`config.mk`:
```
export PLATFORM = sky130hd
export DESIGN_NAME = fm_core_regs
export DESIGN_NICKNAME = d
export VERILOG_FILES = /design/src/verilog/fm_chan_pkg.sv /design/src/verilog/fm_reg_pkg.sv /design/src/verilog/fm_chan_par_if.sv /design/src/verilog/fm_chan_wr_if.sv /design/src/verilog/fm_chan_regs.sv /design/src/verilog/fm_core_regs.sv /design/src/verilog/fm_mmr.sv /design/src/verilog/fm_slot_scan.sv
export VERILOG_INCLUDE_DIRS = /design/src /design/src/include
export SDC_FILE = /design/constraint.sdc
export NUM_CORES = 1
export LEC_CHECK = 0
export ABC_AREA = 1
export BUFFER_PORTS_ARGS = -buffer_cell sky130_fd_sc_hd__buf_2
export CAP_MARGIN = 10
export CORE_ASPECT_RATIO = 1.4
export CORE_MARGIN = 2
export CORE_UTILIZATION = 55
export CTS_BUF_LIST = sky130_fd_sc_hd__clkbuf_8
export DETAILED_ROUTE_END_ITERATION = 12
export HOLD_SLACK_MARGIN = 0.03
export PLACE_DENSITY = 0.69
export SYNTH_ARGS = -nofsm -noshare
export SYNTH_HDL_FRONTEND = slang
export SYNTH_HIERARCHICAL = 1
export SYNTH_SLANG_ARGS = --single-unit
```
`constraint.sdc`:
```
create_clock -name clk -period 1.9 [get_ports clk]
set_clock_uncertainty 0.05 [all_clocks]
set_input_delay 0.38 -clock clk [delete_from_list [all_inputs] [get_ports clk]]
set_output_delay 0.38 -clock clk [all_outputs]
set_load 0.05 [all_outputs]
```
`src/include/fm_defines.svh`:
```
//~~~~~~~~~~~~~~~~~~~~~~~~~~~~~~~~~~~~~~~~~~~~~~~~~~~~~~~~~~~~~~~~~~~~~~~~~~
// FM register front end, global sizing
// channel count, busy length and prescaler divide out of reset
//~~~~~~~~~~~~~~~~~~~~~~~~~~~~~~~~~~~~~~~~~~~~~~~~~~~~~~~~~~~~~~~~~~~~~~~~~~

`ifndef FM_DEFINES_SVH
`define FM_DEFINES_SVH

// two banks of three channels
`define FM_NCH 6

// busy length in clk_en ticks, as on the real chip
`define FM_BUSY_TICKS 32

// prescaler divide after reset, same as a 0x2D write
`define FM_DIV_RESET 6

`endif

```
`src/verilog/fm_chan_pkg.sv`:
```
//~~~~~~~~~~~~~~~~~~~~~~~~~~~~~~~~~~~~~~~~~~~~~~~~~~~~~~~~~~~~~~~~~~~~~~~~~~
// FM register front end, channel parameter types
// widths of the per channel values held in the slices
//~~~~~~~~~~~~~~~~~~~~~~~~~~~~~~~~~~~~~~~~~~~~~~~~~~~~~~~~~~~~~~~~~~~~~~~~~~

package fm_chan_pkg;

	// 0..2 lower bank, 3..5 upper bank
	typedef logic [2:0] chan_idx_t;

	// phase increment, low byte plus 3 bits from the latch
	typedef logic [10:0] fnum_t;

	// octave
	typedef logic [2:0] block_t;

	// operator connection
	typedef logic [2:0] alg_t;

	// op1 self feedback depth
	typedef logic [2:0] fb_t;

endpackage

```
`src/verilog/fm_reg_pkg.sv`:
```
//~~~~~~~~~~~~~~~~~~~~~~~~~~~~~~~~~~~~~~~~~~~~~~~~~~~~~~~~~~~~~~~~~~~~~~~~~~
// FM register front end, host side types
// register numbers, channel field select and busy FSM states
//~~~~~~~~~~~~~~~~~~~~~~~~~~~~~~~~~~~~~~~~~~~~~~~~~~~~~~~~~~~~~~~~~~~~~~~~~~

package fm_reg_pkg;

	typedef logic [7:0] reg_num_t; // latched on even address writes
	typedef logic [1:0] field_t;   // which channel field a write hits

	// channel field codes, 0 never sent
	localparam field_t FLD_KEYON = 2'd1;
	localparam field_t FLD_FNUM  = 2'd2;
	localparam field_t FLD_FBALG = 2'd3;

	// global registers
	localparam reg_num_t REG_KEYON = 8'h28;
	localparam reg_num_t REG_DIV6  = 8'h2D;
	localparam reg_num_t REG_DIV3  = 8'h2E;
	localparam reg_num_t REG_DIV2  = 8'h2F;

	// per channel register groups, low two bits pick the channel
	localparam reg_num_t REG_FNUM_LO = 8'hA0;
	localparam reg_num_t REG_FNUM_HI = 8'hA4; // goes to the shared latch
	localparam reg_num_t REG_FBALG   = 8'hB0;

	typedef enum logic {
		BUSY_IDLE,
		BUSY_ACTIVE
	} busy_state_t;

endpackage

```
`src/verilog/fm_chan_par_if.sv`:
```
//~~~~~~~~~~~~~~~~~~~~~~~~~~~~~~~~~~~~~~~~~~~~~~~~~~~~~~~~~~~~~~~~~~~~~~~~~~
// FM channel parameter bus
// static register contents of one channel, slice to scanner
//~~~~~~~~~~~~~~~~~~~~~~~~~~~~~~~~~~~~~~~~~~~~~~~~~~~~~~~~~~~~~~~~~~~~~~~~~~

`timescale 1ns/1ps

interface fm_chan_par_if;
	import fm_chan_pkg::*;

	// plain register values, sampled whenever the scanner likes
	fnum_t  fnum;
	block_t block;
	alg_t   alg;
	fb_t    fb;
	logic   keyon; // any operator keyed

	modport src (
		output fnum, block, alg, fb, keyon
	);

	modport dst (
		input fnum, block, alg, fb, keyon
	);

endinterface

```
`src/verilog/fm_chan_wr_if.sv`:
```
//~~~~~~~~~~~~~~~~~~~~~~~~~~~~~~~~~~~~~~~~~~~~~~~~~~~~~~~~~~~~~~~~~~~~~~~~~~
// FM decoded channel write bus
// one write pulse from the register decoder, broadcast to every slice
//~~~~~~~~~~~~~~~~~~~~~~~~~~~~~~~~~~~~~~~~~~~~~~~~~~~~~~~~~~~~~~~~~~~~~~~~~~

`timescale 1ns/1ps

interface fm_chan_wr_if;
	import fm_reg_pkg::*;
	import fm_chan_pkg::*;

	logic      wr_valid; // one cycle pulse
	chan_idx_t wr_ch;    // target channel, compared in the slice
	field_t    wr_field;
	logic [7:0] wr_data; // raw byte, key bit in bit 0 for key-on
	logic [5:0] wr_hi;   // shared latch, block and fnum[10:8]

	modport src (
		output wr_valid, wr_ch, wr_field, wr_data, wr_hi
	);

	modport dst (
		input wr_valid, wr_ch, wr_field, wr_data, wr_hi
	);

endinterface

```
`src/verilog/fm_chan_regs.sv`:
```
//~~~~~~~~~~~~~~~~~~~~~~~~~~~~~~~~~~~~~~~~~~~~~~~~~~~~~~~~~~~~~~~~~~~~~~~~~~
// FM channel register slice
// holds fnum, block, algorithm, feedback and key-on of one channel
//~~~~~~~~~~~~~~~~~~~~~~~~~~~~~~~~~~~~~~~~~~~~~~~~~~~~~~~~~~~~~~~~~~~~~~~~~~

`timescale 1ns/1ps
`include "fm_defines.svh"

module fm_chan_regs #(
	parameter fm_chan_pkg::chan_idx_t CH_INDEX = '0
) (
	input  logic       clk,
	input  logic       rst,
	fm_chan_wr_if.dst  wr,
	fm_chan_par_if.src par
);
	import fm_reg_pkg::*;
	import fm_chan_pkg::*;

	fnum_t  fnum_q;
	block_t block_q;
	alg_t   alg_q;
	fb_t    fb_q;
	logic   keyon_q;
	logic   hit;

	// every slice sees the write, only the addressed one takes it
	assign hit = wr.wr_valid && (wr.wr_ch == CH_INDEX);

	always_ff @(posedge clk) begin
		if (rst) begin
			fnum_q  <= '0;
			block_q <= '0;
			alg_q   <= '0;
			fb_q    <= '0;
			keyon_q <= 1'b0;
		end else if (hit) begin
			case (wr.wr_field)
				FLD_FNUM: {block_q, fnum_q} <= {wr.wr_hi, wr.wr_data}; // latch + low byte
				FLD_FBALG: begin
					fb_q  <= wr.wr_data[5:3];
					alg_q <= wr.wr_data[2:0];
				end
				FLD_KEYON: keyon_q <= wr.wr_data[0];
				default: ;
			endcase
		end
	end

	assign par.fnum  = fnum_q;
	assign par.block = block_q;
	assign par.alg   = alg_q;
	assign par.fb    = fb_q;
	assign par.keyon = keyon_q;

	// decoder drops key-on codes 3 and 7, so no key-on names a missing channel
	a_keyon_ch: assert property (@(posedge clk) disable iff (rst)
		(wr.wr_valid && wr.wr_field == FLD_KEYON) |-> (wr.wr_ch < chan_idx_t'(`FM_NCH)));

endmodule

```
`src/verilog/fm_core_regs.sv`:
```
//~~~~~~~~~~~~~~~~~~~~~~~~~~~~~~~~~~~~~~~~~~~~~~~~~~~~~~~~~~~~~~~~~~~~~~~~~~
// FM core register front end, top level
// host decoder, six channel slices and the slot scanner
//~~~~~~~~~~~~~~~~~~~~~~~~~~~~~~~~~~~~~~~~~~~~~~~~~~~~~~~~~~~~~~~~~~~~~~~~~~

`timescale 1ns/1ps
`include "fm_defines.svh"

module fm_core_regs (
	input  logic                    clk,
	input  logic                    rst,
	input  logic [1:0]              addr,  // bit0 data, bit1 upper bank
	input  logic [7:0]              din,
	input  logic                    write,
	output logic                    busy,  // advisory only
	output logic                    clk_en,
	output logic                    slot_valid,
	output fm_chan_pkg::chan_idx_t  slot_ch,
	output fm_chan_pkg::fnum_t      slot_fnum,
	output fm_chan_pkg::block_t     slot_block,
	output fm_chan_pkg::alg_t       slot_alg,
	output fm_chan_pkg::fb_t        slot_fb,
	output logic                    slot_keyon
);
	import fm_chan_pkg::*;

	fm_chan_wr_if  wr_bus ();
	fm_chan_par_if par_bus [`FM_NCH] ();

	// key-on field bits are already folded into wr_data[0] by the decoder
	fm_mmr u_mmr (
		.clk    ( clk    ),
		.rst    ( rst    ),
		.addr   ( addr   ),
		.din    ( din    ),
		.write  ( write  ),
		.busy   ( busy   ),
		.clk_en ( clk_en ),
		.wr     ( wr_bus.src )
	);

	for (genvar g = 0; g < `FM_NCH; g++) begin : g_chan
		fm_chan_regs #(
			.CH_INDEX ( chan_idx_t'(g) )
		) u_chan (
			.clk ( clk ),
			.rst ( rst ),
			.wr  ( wr_bus.dst ),
			.par ( par_bus[g].src )
		);
	end

	fm_slot_scan u_scan (
		.clk        ( clk        ),
		.rst        ( rst        ),
		.clk_en     ( clk_en     ),
		.chans      ( par_bus    ),
		.slot_valid ( slot_valid ),
		.slot_ch    ( slot_ch    ),
		.slot_fnum  ( slot_fnum  ),
		.slot_block ( slot_block ),
		.slot_alg   ( slot_alg   ),
		.slot_fb    ( slot_fb    ),
		.slot_keyon ( slot_keyon )
	);

endmodule

```
`src/verilog/fm_mmr.sv`:
```
//~~~~~~~~~~~~~~~~~~~~~~~~~~~~~~~~~~~~~~~~~~~~~~~~~~~~~~~~~~~~~~~~~~~~~~~~~~
// FM memory mapped register decoder
// host port edge detect, register number latch, channel write decode,
// shared fnum high latch, clock prescaler and advisory busy timer
//~~~~~~~~~~~~~~~~~~~~~~~~~~~~~~~~~~~~~~~~~~~~~~~~~~~~~~~~~~~~~~~~~~~~~~~~~~

`timescale 1ns/1ps
`include "fm_defines.svh"

module fm_mmr (
	input  logic       clk,
	input  logic       rst,
	input  logic [1:0] addr,
	input  logic [7:0] din,
	input  logic       write,
	output logic       busy,
	output logic       clk_en,
	fm_chan_wr_if.src  wr
);
	import fm_reg_pkg::*;
	import fm_chan_pkg::*;

	localparam int BCW = $clog2(`FM_BUSY_TICKS);
	localparam logic [BCW-1:0] BUSY_LAST = BCW'(`FM_BUSY_TICKS - 1);
	localparam logic [2:0] DIV_RST_LIM = 3'(`FM_DIV_RESET - 1);

	logic           old_write;
	logic           wr_edge;
	reg_num_t       reg_num;
	logic [5:0]     fnum_hi;   // single latch shared by all channels
	logic           hi_load;
	logic           dec_valid;
	field_t         dec_field;
	chan_idx_t      dec_ch;
	logic [7:0]     dec_data;
	logic           div_load;
	logic [2:0]     div_val;
	logic [2:0]     div_nxt;   // requested limit, applied on wrap
	logic [2:0]     div_lim;
	logic [2:0]     pre_cnt;
	busy_state_t    bstate;
	logic [BCW-1:0] busy_cnt;

	// upper bank starts at channel 3
	function automatic chan_idx_t chan_sel(input logic bank, input logic [1:0] lo);
		chan_idx_t base;
		base = bank ? 3'd3 : 3'd0;
		return base + {1'b0, lo};
	endfunction

	always_ff @(posedge clk) begin
		if (rst)
			old_write <= 1'b0;
		else
			old_write <= write;
	end

	assign wr_edge = write & ~old_write; // rising edge only

	// even address picks the register
	always_ff @(posedge clk) begin
		if (rst)
			reg_num <= '0;
		else if (wr_edge && !addr[0])
			reg_num <= din;
	end

	// data write decode
	always_comb begin
		dec_valid = 1'b0;
		dec_field = FLD_FNUM;
		dec_ch    = chan_sel(addr[1], reg_num[1:0]); // bank from addr bit 1
		dec_data  = din;
		hi_load   = 1'b0;
		div_load  = 1'b0;
		div_val   = div_nxt;
		if (wr_edge && addr[0]) begin
			if (reg_num == REG_KEYON) begin
				// channel code lives in din, codes 3 and 7 are holes
				dec_valid = din[1:0] != 2'd3;
				dec_field = FLD_KEYON;
				dec_ch    = chan_sel(din[2], din[1:0]);
				dec_data  = {7'd0, |din[7:4]}; // any operator bit keys the channel
			end else if (reg_num[1:0] != 2'd3) begin
				case (reg_num[7:2])
					REG_FNUM_LO[7:2]: dec_valid = 1'b1;
					REG_FNUM_HI[7:2]: hi_load = 1'b1; // no channel write yet
					REG_FBALG[7:2]: begin
						dec_valid = 1'b1;
						dec_field = FLD_FBALG;
					end
					default: ;
				endcase
			end
			case (reg_num)
				REG_DIV6: begin
					div_load = 1'b1;
					div_val  = 3'd5;
				end
				REG_DIV3: begin
					div_load = 1'b1;
					div_val  = 3'd2;
				end
				REG_DIV2: begin
					div_load = 1'b1;
					div_val  = 3'd1;
				end
				default: ;
			endcase
		end
	end

	always_ff @(posedge clk) begin
		if (rst)
			fnum_hi <= '0;
		else if (hi_load)
			fnum_hi <= din[5:0]; // block in 5:3, fnum[10:8] in 2:0
	end

	// write pulse, one cycle after the edge
	always_ff @(posedge clk) begin
		if (rst)
			wr.wr_valid <= 1'b0;
		else
			wr.wr_valid <= dec_valid;
	end

	always_ff @(posedge clk) begin
		if (dec_valid) begin
			wr.wr_ch    <= dec_ch;
			wr.wr_field <= dec_field;
			wr.wr_data  <= dec_data;
		end
	end

	assign wr.wr_hi = fnum_hi; // latch value at the time of the low write

	// prescaler, clk_en every div_lim+1 clocks
	always_ff @(posedge clk) begin
		if (rst) begin
			pre_cnt <= '0;
			div_lim <= DIV_RST_LIM;
			div_nxt <= DIV_RST_LIM;
			clk_en  <= 1'b0;
		end else begin
			if (div_load)
				div_nxt <= div_val;
			clk_en <= pre_cnt == div_lim;
			if (pre_cnt == div_lim) begin
				pre_cnt <= '0;
				div_lim <= div_nxt; // new divide only at wrap
			end else begin
				pre_cnt <= pre_cnt + 3'd1;
			end
		end
	end

	// busy FSM, restarts on every data write, address writes leave it alone
	always_ff @(posedge clk) begin
		if (rst) begin
			bstate   <= BUSY_IDLE;
			busy     <= 1'b0;
			busy_cnt <= '0;
		end else if (wr_edge && addr[0]) begin
			bstate   <= BUSY_ACTIVE;
			busy     <= 1'b1;
			busy_cnt <= '0;
		end else if (clk_en) begin
			case (bstate)
				BUSY_ACTIVE: begin
					if (busy_cnt == BUSY_LAST) begin
						bstate <= BUSY_IDLE; // 32nd tick
						busy   <= 1'b0;
					end else begin
						busy_cnt <= busy_cnt + 1'b1;
					end
				end
				default: ;
			endcase
		end
	end

	// host edges are at least two clocks apart
	a_wr_pulse: assert property (@(posedge clk) disable iff (rst)
		wr.wr_valid |=> !wr.wr_valid);

	a_idle_quiet: assert property (@(posedge clk) disable iff (rst)
		(bstate == BUSY_IDLE) |-> !busy);

endmodule

```
`src/verilog/fm_slot_scan.sv`:
```
//~~~~~~~~~~~~~~~~~~~~~~~~~~~~~~~~~~~~~~~~~~~~~~~~~~~~~~~~~~~~~~~~~~~~~~~~~~
// FM slot scanner
// round robin readout of the channel slices, one channel per clk_en
//~~~~~~~~~~~~~~~~~~~~~~~~~~~~~~~~~~~~~~~~~~~~~~~~~~~~~~~~~~~~~~~~~~~~~~~~~~

`timescale 1ns/1ps
`include "fm_defines.svh"

module fm_slot_scan (
	input  logic                    clk,
	input  logic                    rst,
	input  logic                    clk_en,
	fm_chan_par_if.dst              chans [`FM_NCH],
	output logic                    slot_valid,
	output fm_chan_pkg::chan_idx_t  slot_ch,
	output fm_chan_pkg::fnum_t      slot_fnum,
	output fm_chan_pkg::block_t     slot_block,
	output fm_chan_pkg::alg_t       slot_alg,
	output fm_chan_pkg::fb_t        slot_fb,
	output logic                    slot_keyon
);
	import fm_chan_pkg::*;

	chan_idx_t ptr; // channel read on the next clk_en
	fnum_t     fnum_a  [`FM_NCH];
	block_t    block_a [`FM_NCH];
	alg_t      alg_a   [`FM_NCH];
	fb_t       fb_a    [`FM_NCH];
	logic      keyon_a [`FM_NCH];

	// flatten the interface array so the pointer can index it
	for (genvar g = 0; g < `FM_NCH; g++) begin : g_flat
		assign fnum_a[g]  = chans[g].fnum;
		assign block_a[g] = chans[g].block;
		assign alg_a[g]   = chans[g].alg;
		assign fb_a[g]    = chans[g].fb;
		assign keyon_a[g] = chans[g].keyon;
	end

	always_ff @(posedge clk) begin
		if (rst) begin
			ptr        <= '0;
			slot_valid <= 1'b0;
			slot_ch    <= '0;
			slot_fnum  <= '0;
			slot_block <= '0;
			slot_alg   <= '0;
			slot_fb    <= '0;
			slot_keyon <= 1'b0;
		end else begin
			slot_valid <= clk_en;
			if (clk_en) begin
				slot_ch    <= ptr;
				slot_fnum  <= fnum_a[ptr];
				slot_block <= block_a[ptr];
				slot_alg   <= alg_a[ptr];
				slot_fb    <= fb_a[ptr];
				slot_keyon <= keyon_a[ptr];
				ptr <= (ptr == chan_idx_t'(`FM_NCH - 1)) ? '0 : ptr + 3'd1; // wrap after ch5
			end
		end
	end

	a_slot_after_cen: assert property (@(posedge clk) disable iff (rst)
		slot_valid |-> $past(clk_en));

endmodule

```
==> results of run 1 <==
critical path, stage by stage, from the launching register on:
cell     delay, ns
dfxtp_1       0.36
buf_4         0.21
buf_2         0.30
path summary, 6_finish.rpt:
kind,start,to,cells after the start,slack (ns)
setup / recovery,u_mmr/clk_en,clk_en,2,0.12
hold / removal,write,u_mmr/old_write,3,0.10
setup reg to reg,u_mmr/wr.wr_ch[1],g_chan[2].u_chan/par.fnum[4],6,0.22
hold reg to reg,u_mmr/busy,u_mmr/busy,2,0.42
routing by layer:
layer | global-route usage, % | part of all wire (%) | vias up
li1 | - | - | 5129
met1 | 30.5 | 41 | 4412
met2 | 50.0 | 52 | 230
met3 | 3.12 | 3.6 | 58
met4 | 11.9 | 3.3 | 0
met5 | 0 | 0 | -
power groups by stage:
stage          registers [mW]  clock network [mW]  logic (mW)
3_5_place_dp             4.38                   0       0.411
3_3_place_gp             4.38                   0       0.407
4_1_cts                  4.28                2.83       0.412
5_1_grt                  4.29                2.99       0.464
2_1_floorplan            4.39                   0       0.280
6_report                 4.28                2.76       0.411
Yosys cell counts:
cell      instances  share of area, %
nand2_1         436                15
inv_1           394                14
dfxtp_1         187                34
nor2_1          172               5.9
nand3_1         144               6.6
nand4_1          68               3.9
a21oi_1          49               2.3
o21ai_0          37               1.7
buf_2            31               1.4
buf_6            23               2.4
inv_2            21              0.73
o211ai_1         20               1.4
o21ai_1          20              0.92
edfxtp_1         13               3.6
clkbuf_1         12              0.41
nor2_4           12               1.2
buf_1             9              0.31
nand3_2           8              0.74
nand2_2           6              0.35
nor2_2            6              0.35
ha_1              5              0.58
nand3_4           4              0.65
buf_4             2              0.14
fa_1              2              0.37
nor2_8            2              0.37
xnor2_1           2              0.16
a21oi_2           1             0.081
nor4_1            1             0.058
o21a_1            1             0.069
o21bai_1          1             0.069
state kept, by name, summed over array words and instances, names as in the netlist, 5 cells and up:
signal	flops
g_chan.u_chan/par.fb	18
g_chan.u_chan/par.alg	18
u_mmr/reg_num	8
u_mmr/wr.wr_data	8
g_chan.u_chan/par.fnum	66
g_chan.u_chan/par.block	18
g_chan.u_chan/par.keyon	6
u_mmr/busy_cnt	5
u_scan/slot_fnum	11
u_mmr/wr.wr_hi	6
layout make-up:
class / count / area share, %
Inverter: 415 / 13.3
Sequential cell: 200 / 35.4
Multi-Input combinational cell: 997 / 39.9
Clock buffer: 17 / 2.00
Clock inverter: 15 / 1.37
Timing Repair Buffer: 80 / 5.38
Tap cell: 248 / 2.66
cells by family (layout without fill, tap and decap cells):
group	after synthesis	after routing	synth area share [%]
adder cells (fa/ha/maj)	7	7	0.945
AO/OA/AOI/OAI	129	129	6.49
flip-flops	200	200	38.1
buffers and inverters	492	527	19.0
AND/OR/NAND/NOR	859	859	35.3
XOR/XNOR	2	2	0.161
layout by cell type, fill, tap and decap left out, drive strengths merged:
master,count
a21oi,50
buf,80
bufinv,1
clkbuf,17
clkinv,2
clkinvlp,2
dfxtp,187
edfxtp,13
fa,2
ha,5
inv,425
nand2,442
nand3,156
nand4,68
nor2,192
nor4,1
o211ai,20
o21a,1
o21ai,57
o21bai,1
xnor2,2
==> out/results.tsv, run 1 <==
stage	metric	value	unit
yosys	synth-seq-cells	200	
drt	vias	9829	
floorplanning	fp.dieArea	0.0209	mm²
global_route	track_usage	27.0	%
floorplanning	dieWidth	123	µm
pwr	seqPwrFrac	57.5	%
global_route	antenna_found_initial	0	
floorplanning	top_level_ports	40	
global_route	grt_pass1_vias	9182	
yosys	syn-instance-count	1689	
floorplanning	die_h	170	µm
sta	setup_viol	0	
yosys	seq_area_frac_synth	38.1	%
sta	holdWs	0.102	ns
drt	drt_iter0_drc	749	
cts	hold_buffers	0	
layout	finish.instance_area	0.0117	mm²
global_route	grt_max_degree	55	
layout	final_core_util	60.6	%
yosys	synth_cell_types	30	
yosys	synth_warnings	6	
yosys	synth_area	0.0109	mm²
critical_path	worstSetupStartpointType	flip-flop	
placed_design	dp_hpwl	19500	µm
sta	fin_tns_setup	0	ns
sta	fin_crit	1.78	ns
layout	stdcell_count	1972	
sta	rsz0062_at_grt	no	
cts	postCtsSetupRepairBufs	0	
sta	hold_violations	0	
placed_design	port_buffers	39	
global_route	overflow	0	
layout	syn2layout_area_growth	7.60	%
pwr	switching_share	26.3	%
global_route	grt_pass1_wl	44500	µm
critical_path	cp_max_fo	11	
layout	n_fill_cell	1918	
cts	cts-root-buf	clkbuf_8	
layout	seqCellArea	0.00414	mm²
layout	multiInputGateArea	0.00466	mm²
critical_path	cp-end-kind	output port	
cts	path_clk_slew	0.10	ns
floorplanning	start_util	56.3	%
cts	cts.sinks	200	
drt	ant_nets	0	
drt	vias_per_cell	4.98	
critical_path	critPathRequiredTime	1.47	ns
placed_design	gp_routability_congestion	0.921	
cts	clk_path_buf_depth	2	
cts	cts_tree	built	
placed_design	dp_slack	0.207	ns
pwr	p_per_area	638	mW/mm²
cts	clkLatencyLatePin	0.49	ns
run_status	outcome	complete, no violations	
pwr	combPwrFrac	5.5	%
critical_path	worstSetupPathType	flip-flop to output port	
pwr	switching_power	1.96	mW
placed_design	dp_cells	1940	
cts	tritoncts.num_buffers	17	
pwr	p_leak	5.43	nW
pwr	intPower	5.49	mW
sta	setup_slack	0.121	ns
layout	drive_above_1_share	9.98	%
pwr	total_power	7.45	mW
pwr	vdd_drop_max	0.000393	V
yosys	synth_nets	1709	
cts	htreeDepth	4	
drt	drtPass1Iterations	5	
cts	cts_resized	0	
flow_run	drv_cap	0	
sta	tightestPinTransition	0.607	ns
yosys	synth_area_per_cell	6.43	µm²
drt	route.detailed.wl_per_inst	13.7	µm
min_path	hp-class	input pin to flip-flop	
sta	relSlewSlack	59.6	%
drt	drc	0	
drt	wirelength	27000	µm
sta	post-route-period-util	93.6	%
floorplanning	rows	60	
layout	insertedDiodeCount	0	
sta	slew_viol_final	0	
placed_design	place_area	0.0113	mm²
floorplanning	core-area	0.0193	mm²
sta	fmax	562	MHz
critical_path	cp.arrival	1.35	ns
layout	final_nets	1731	
pwr	clockPowerShare	37.0	%
Note: power is estimated with default switching activity, not from simulation.
==> inputs of run 2 (changes only) <==
--- a/config.mk
+++ b/config.mk
@@ -15,6 +15,7 @@
 export CTS_BUF_LIST = sky130_fd_sc_hd__clkbuf_8
 export DETAILED_ROUTE_END_ITERATION = 12
 export HOLD_SLACK_MARGIN = 0.03
+export MAX_ROUTING_LAYER = met4
 export PLACE_DENSITY = 0.69
 export SYNTH_ARGS = -nofsm -noshare
 export SYNTH_HDL_FRONTEND = slang
==> run 2 against run 1 <==
Flip-flop and latch count is the same. Design area is the same. Power is essentially flat. Critical path depth is the same. Maximum frequency shrank 0.52%. Clock power is essentially flat. Core utilization is the same. Worst setup slack lost 0.0093 ns. Critical path type unchanged.
==> out/results.tsv, run 2 (synthesized netlist as in run 1, its figures left out) <==
stage	metric	value	unit
run_status	outcome	complete, no violations	
sta	holdWs	0.0997	ns
critical_path	worstSetupStartpointType	flip-flop	
global_route	grt_pass1_wl	44500	µm
global_route	overflow	0	
pwr	p_per_area	638	mW/mm²
critical_path	r2r_slack	0.23	ns
global_route	gr-usage-met3	3.22	%
min_path	whs_path_depth	3	
floorplanning	top_level_ports	40	
drt	wirelength	27000	µm
global_route	grt_pass1_vias	9183	
sta	fin_crit	1.79	ns
critical_path	cp_max_fo	11	
cts	cts_tree	built	
min_path	hold_start	write	
pwr	p_leak	5.43	nW
global_route	track_usage	27.8	%
flow_run	drv_cap	0	
cts	path_clk_slew	0.10	ns
sta	tightestPinTransition	0.607	ns
cts	postCtsSetupRepairBufs	0	
floorplanning	dieWidth	123	µm
global_route	antenna_found_initial	0	
cts	cts_resized	0	
sta	post-route-period-util	94.1	%
min_path	min_to	u_mmr/old_write	
layout	n_fill_cell	1918	
floorplanning	die_h	170	µm
layout	final_cell_mix	nand2_1, inv_1, dfxtp_1, nor2_1, nand3_1	
drt	vias_per_cell	4.97	
cts	clkLatencyLatePin	0.49	ns
layout	finish.instance_area	0.0117	mm²
layout	syn2layout_area_growth	7.60	%
placed_design	dp_cells	1940	
drt	route.detailed.wl_per_inst	13.7	µm
sta	hold_violations	0	
critical_path	rr_worst_depth	6	
layout	stdcell_count	1972	
min_path	hp-class	input pin to flip-flop	
sta	fmax	559	MHz
global_route	gr-usage-met2	50.1	%
drt	drtPass1Iterations	6	
cts	hold_buffers	0	
floorplanning	core-area	0.0193	mm²
placed_design	gp_routability_congestion	0.937	
cts	cts.sinks	200	
critical_path	cp_num_buf_inv	2	
layout	insertedDiodeCount	0	
drt	ant_nets	0	
floorplanning	rows	60	
cts	htreeDepth	4	
cts	clk_path_buf_depth	2	
global_route	grt_most_used_layer	met2	
critical_path	r2r_end	g_chan[2].u_chan/par.fnum[4]	
critical_path	reg2reg_from	u_mmr/wr.wr_ch[1]	
layout	largest_register_ffs	66	
placed_design	dp_hpwl	19500	µm
critical_path	cp-end-kind	output port	
critical_path	cpPeakStageDelay	0.37	ns
critical_path	cp_slowest_cell	dfxtp_1	
placed_design	dp_slack	0.207	ns
global_route	grt_util_met1	30.3	%
cts	tritoncts.num_buffers	17	
critical_path	worstSetupPathType	flip-flop to output port	
sta	relSlewSlack	59.5	%
pwr	vdd_drop_max	0.000389	V
drt	drc	0	
floorplanning	fp.dieArea	0.0209	mm²
sta	setup_slack	0.112	ns
placed_design	place_area	0.0113	mm²
critical_path	critical-path-top-delay-family	buffers and inverters	
placed_design	port_buffers	39	
layout	final_nets	1731	
floorplanning	start_util	56.3	%
sta	setup_viol	0	
critical_path	path_cells	buf_4 -> buf_2	
cts	cts-root-buf	clkbuf_8	
critical_path	critPathRequiredTime	1.47	ns
global_route	grt_max_degree	55	
critical_path	cp.arrival	1.36	ns
drt	vias	9792	
layout	layout_commonest_cell	nand2_1	
sta	slew_viol_final	0	
sta	rsz0062_at_grt	no	
drt	drt_iter0_drc	714	
sta	fin_tns_setup	0	ns
layout	drive_above_1_share	9.98	%
## run 2: cell counts in the layout (fill, tap and decap cells not counted)
No cell type changed its count.
## run 2: power breakdown
group          leakage, nW  internal (mW)  total, mW  switching [mW]
sequential            1.63           4.26       4.28          0.0237
clock                0.198           1.10       2.76            1.66
combinational         3.61          0.132      0.411           0.279
## run 2: worst max-delay path by stage
stage | from | endpoint | slack [ns] | cells after the start
2_1_floorplan | u_mmr/clk_en | u_scan/slot_fnum[3] | 0.31 | 7
3_3_place_gp | din[0] | u_mmr/wr.wr_ch[1] | 0.26 | 7
3_5_place_dp | din[0] | u_mmr/wr.wr_ch[1] | 0.21 | 7
4_1_cts | u_mmr/clk_en | clk_en | 0.08 | 2
5_1_grt | u_mmr/reg_num[0] | u_mmr/wr.wr_data[7] | 0.06 | 7
6_report | u_mmr/clk_en | clk_en | 0.11 | 2
## run 2: area by class of cell
type                            count  area (µm²)  share of cell area, %
Tap cell                          248         310                   2.66
Multi-Input combinational cell    997        4660                   39.9
Sequential cell                   200        4140                   35.4
Inverter                          415        1560                   13.3
Timing Repair Buffer               80         628                   5.38
Clock inverter                     15         160                   1.37
Clock buffer                       17         234                   2.00
## run 2: worst reg2reg max path: stages, from the launching register on
cell	delay (ns)
edfxtp_1	0.57
nand2_1	0.16
inv_2	0.24
nand3_2	0.32
nand2_1	0.15
inv_1	0.04
nor2_1	0.10
## run 2: metal layers
metal	vias up	share of wire [%]
li1	5121	-
met1	4420	42
met2	191	52
met3	60	3.1
met4	0	3.3
met5	-	0
## run 2: per-stage QoR
stage	total power, mW	util, %
global route	7.74	60.6
finish	7.45	60.6
floorplan	4.67	-
global placement	4.79	58.5
detailed placement	4.79	58.5
CTS	7.53	60.6
==> inputs of run 3 (changes only) <==
--- a/config.mk
+++ b/config.mk
@@ -9,14 +9,15 @@
 export ABC_AREA = 1
 export BUFFER_PORTS_ARGS = -buffer_cell sky130_fd_sc_hd__buf_2
 export CAP_MARGIN = 10
-export CORE_ASPECT_RATIO = 1.4
+export CORE_ASPECT_RATIO = 0.9
 export CORE_MARGIN = 2
-export CORE_UTILIZATION = 55
+export CORE_UTILIZATION = 40
 export CTS_BUF_LIST = sky130_fd_sc_hd__clkbuf_8
 export DETAILED_ROUTE_END_ITERATION = 12
 export HOLD_SLACK_MARGIN = 0.03
 export MAX_ROUTING_LAYER = met4
-export PLACE_DENSITY = 0.69
+export PLACE_DENSITY = 0.53
+export SETUP_SLACK_MARGIN = 0.1
 export SYNTH_ARGS = -nofsm -noshare
 export SYNTH_HDL_FRONTEND = slang
 export SYNTH_HIERARCHICAL = 1
==> run 3 against run 2 <==
Register-to-register slack hardly changed. First-iteration DRC count is 21% higher. Sequential power about the same. Power rose by 2.8%. Largest cell class unchanged. Combinational power rose by 2%. Core utilization down 16 points. Routed wire length grew 11%. Sequential share of layout area down 0.80 points. Flip-flop and latch count unchanged. Critical endpoint unchanged. Maximum frequency grew 6.0%.
==> out/results.tsv, run 3 (synthesized netlist as in run 1, its figures left out) <==
stage	metric	value	unit
drt	route.detailed.wl_per_inst	14.3	µm
cts	tritoncts.num_buffers	17	
sta	relSlewSlack	59.0	%
cts	path_clk_slew	0.09	ns
critical_path	cp-end-kind	output port	
layout	drive_above_1_share	10.9	%
pwr	p_per_area	641	mW/mm²
global_route	grt_pass1_vias	8812	
floorplanning	top_level_ports	40	
layout	largest_register_ffs	66	
critical_path	rr_worst_depth	5	
critical_path	critical-path-top-delay-family	buffers and inverters	
sta	fin_tns_setup	0	ns
critical_path	cp_slowest_cell	dfxtp_1	
min_path	hold_start	write	
cts	htreeDepth	4	
drt	drtPass1Iterations	5	
layout	layout_commonest_cell	nand2_1	
critical_path	path_cells	buf_4 -> clkbuf_4	
drt	drt_iter0_drc	865	
layout	insertedDiodeCount	0	
layout	syn2layout_area_growth	10.1	%
critical_path	worstSetupStartpointType	flip-flop	
sta	post-route-period-util	88.8	%
critical_path	reg2reg_from	u_mmr/wr.wr_ch[2]	
placed_design	dp_hpwl	21600	µm
critical_path	cpPeakStageDelay	0.37	ns
cts	cts_tree	built	
critical_path	cp.arrival	1.26	ns
floorplanning	start_util	40.5	%
placed_design	dp_slack	0.196	ns
global_route	grt_pass1_wl	48400	µm
sta	fmax	593	MHz
floorplanning	die_h	160	µm
pwr	p_leak	5.52	nW
drt	vias_per_cell	4.66	
drt	ant_nets	0	
global_route	overflow	0	
flow_run	drv_cap	0	
sta	hold_violations	0	
drt	wirelength	30000	µm
drt	drc	0	
critical_path	cp_max_fo	11	
global_route	track_usage	22.6	%
pwr	vdd_drop_max	0.000419	V
cts	cts.sinks	200	
floorplanning	rows	57	
critical_path	critPathRequiredTime	1.47	ns
sta	tightestPinTransition	0.616	ns
sta	slew_viol_final	0	
cts	hold_buffers	0	
layout	n_fill_cell	2929	
floorplanning	core-area	0.0268	mm²
drt	vias	9761	
cts	cts-root-buf	clkbuf_8	
sta	rsz0062_at_grt	no	
sta	setup_slack	0.212	ns
cts	clk_path_buf_depth	2	
global_route	antenna_found_initial	0	
placed_design	gp_routability_congestion	0.881	
min_path	hp-class	input pin to flip-flop	
layout	final_nets	1747	
critical_path	r2r_slack	0.24	ns
global_route	grt_max_degree	49	
placed_design	port_buffers	39	
layout	final_cell_mix	nand2_1, inv_1, dfxtp_1, nor2_1, nand3_1	
floorplanning	fp.dieArea	0.0285	mm²
run_status	outcome	complete, no violations	
cts	clkLatencyLatePin	0.50	ns
sta	fin_crit	1.69	ns
floorplanning	dieWidth	178	µm
min_path	min_to	u_mmr/old_write	
critical_path	cp_num_buf_inv	2	
critical_path	r2r_end	g_chan[1].u_chan/par.alg[2]	
min_path	whs_path_depth	3	
sta	setup_viol	0	
critical_path	worstSetupPathType	flip-flop to output port	
==> run 3: per-stage QoR <==
| step | power (mW) | utilization [%] | instance area, µm² | std cells | hold WS (ns) |
|---|---|---|---|---|---|
| after global placement | 4.80 | 43.0 | 11500 | 2062 | 0.399 |
| after global routing | 7.99 | 44.6 | 12000 | 2094 | 0.0774 |
| final | 7.66 | 44.6 | 12000 | 2094 | 0.0985 |
| after CTS | 7.76 | 44.5 | 11900 | 2094 | 0.0704 |
| after floorplan | 4.67 | - | 10900 | 1689 | 0.380 |
| after detailed placement | 4.80 | 43.0 | 11500 | 2062 | 0.400 |
==> run 3: worst max path at each step <==
stage,cells past startpoint,startpoint,endpoint
floorplan,7,u_mmr/clk_en,u_scan/slot_fnum[3]
global placement,6,u_mmr/wr.wr_ch[0],g_chan[1].u_chan/par.block[0]
detailed placement,6,u_mmr/wr.wr_ch[0],g_chan[1].u_chan/par.fnum[5]
CTS,2,u_mmr/clk_en,clk_en
global route,5,u_mmr/wr.wr_ch[1],g_chan[4].u_chan/par.fnum[5]
finish,2,u_mmr/clk_en,clk_en
==> run 3: tightest hold or removal path: cells and delay by family <==
kind	cells	cell delay (ns)
buf+inv	2	0.17
simple gates	1	0.03
==> run 3: cell type report <==
class,instances,area [µm²],share of cell area (%)
flip-flops and latches,200,4140,34.6
inverters,415,1560,13.0
well taps,354,443,3.70
clock inverters,13,158,1.32
clock buffers,19,262,2.19
multi-input cells,997,4670,39.1
repair buffers,96,726,6.07
==> run 3: what timing repair did <==
item                                    in CTS  in global routing
endpoints found under the setup margin       0                 17
resized for setup                            0                  3
buffers inserted                             0                  0
==> run 3: metal layers <==
metal	wire [µm]	GRT usage (%)
met5	0	-
met4	385	5.25
met3	1120	2.60
met2	13500	34.5
met1	15000	32.0
==> run 3: report_power, final <==
group          internal (mW)  total (mW)  switching [mW]
registers               4.26        4.29          0.0252
clock network           1.28        2.96            1.67
logic                  0.133       0.419           0.286
total                   5.68        7.66            1.98
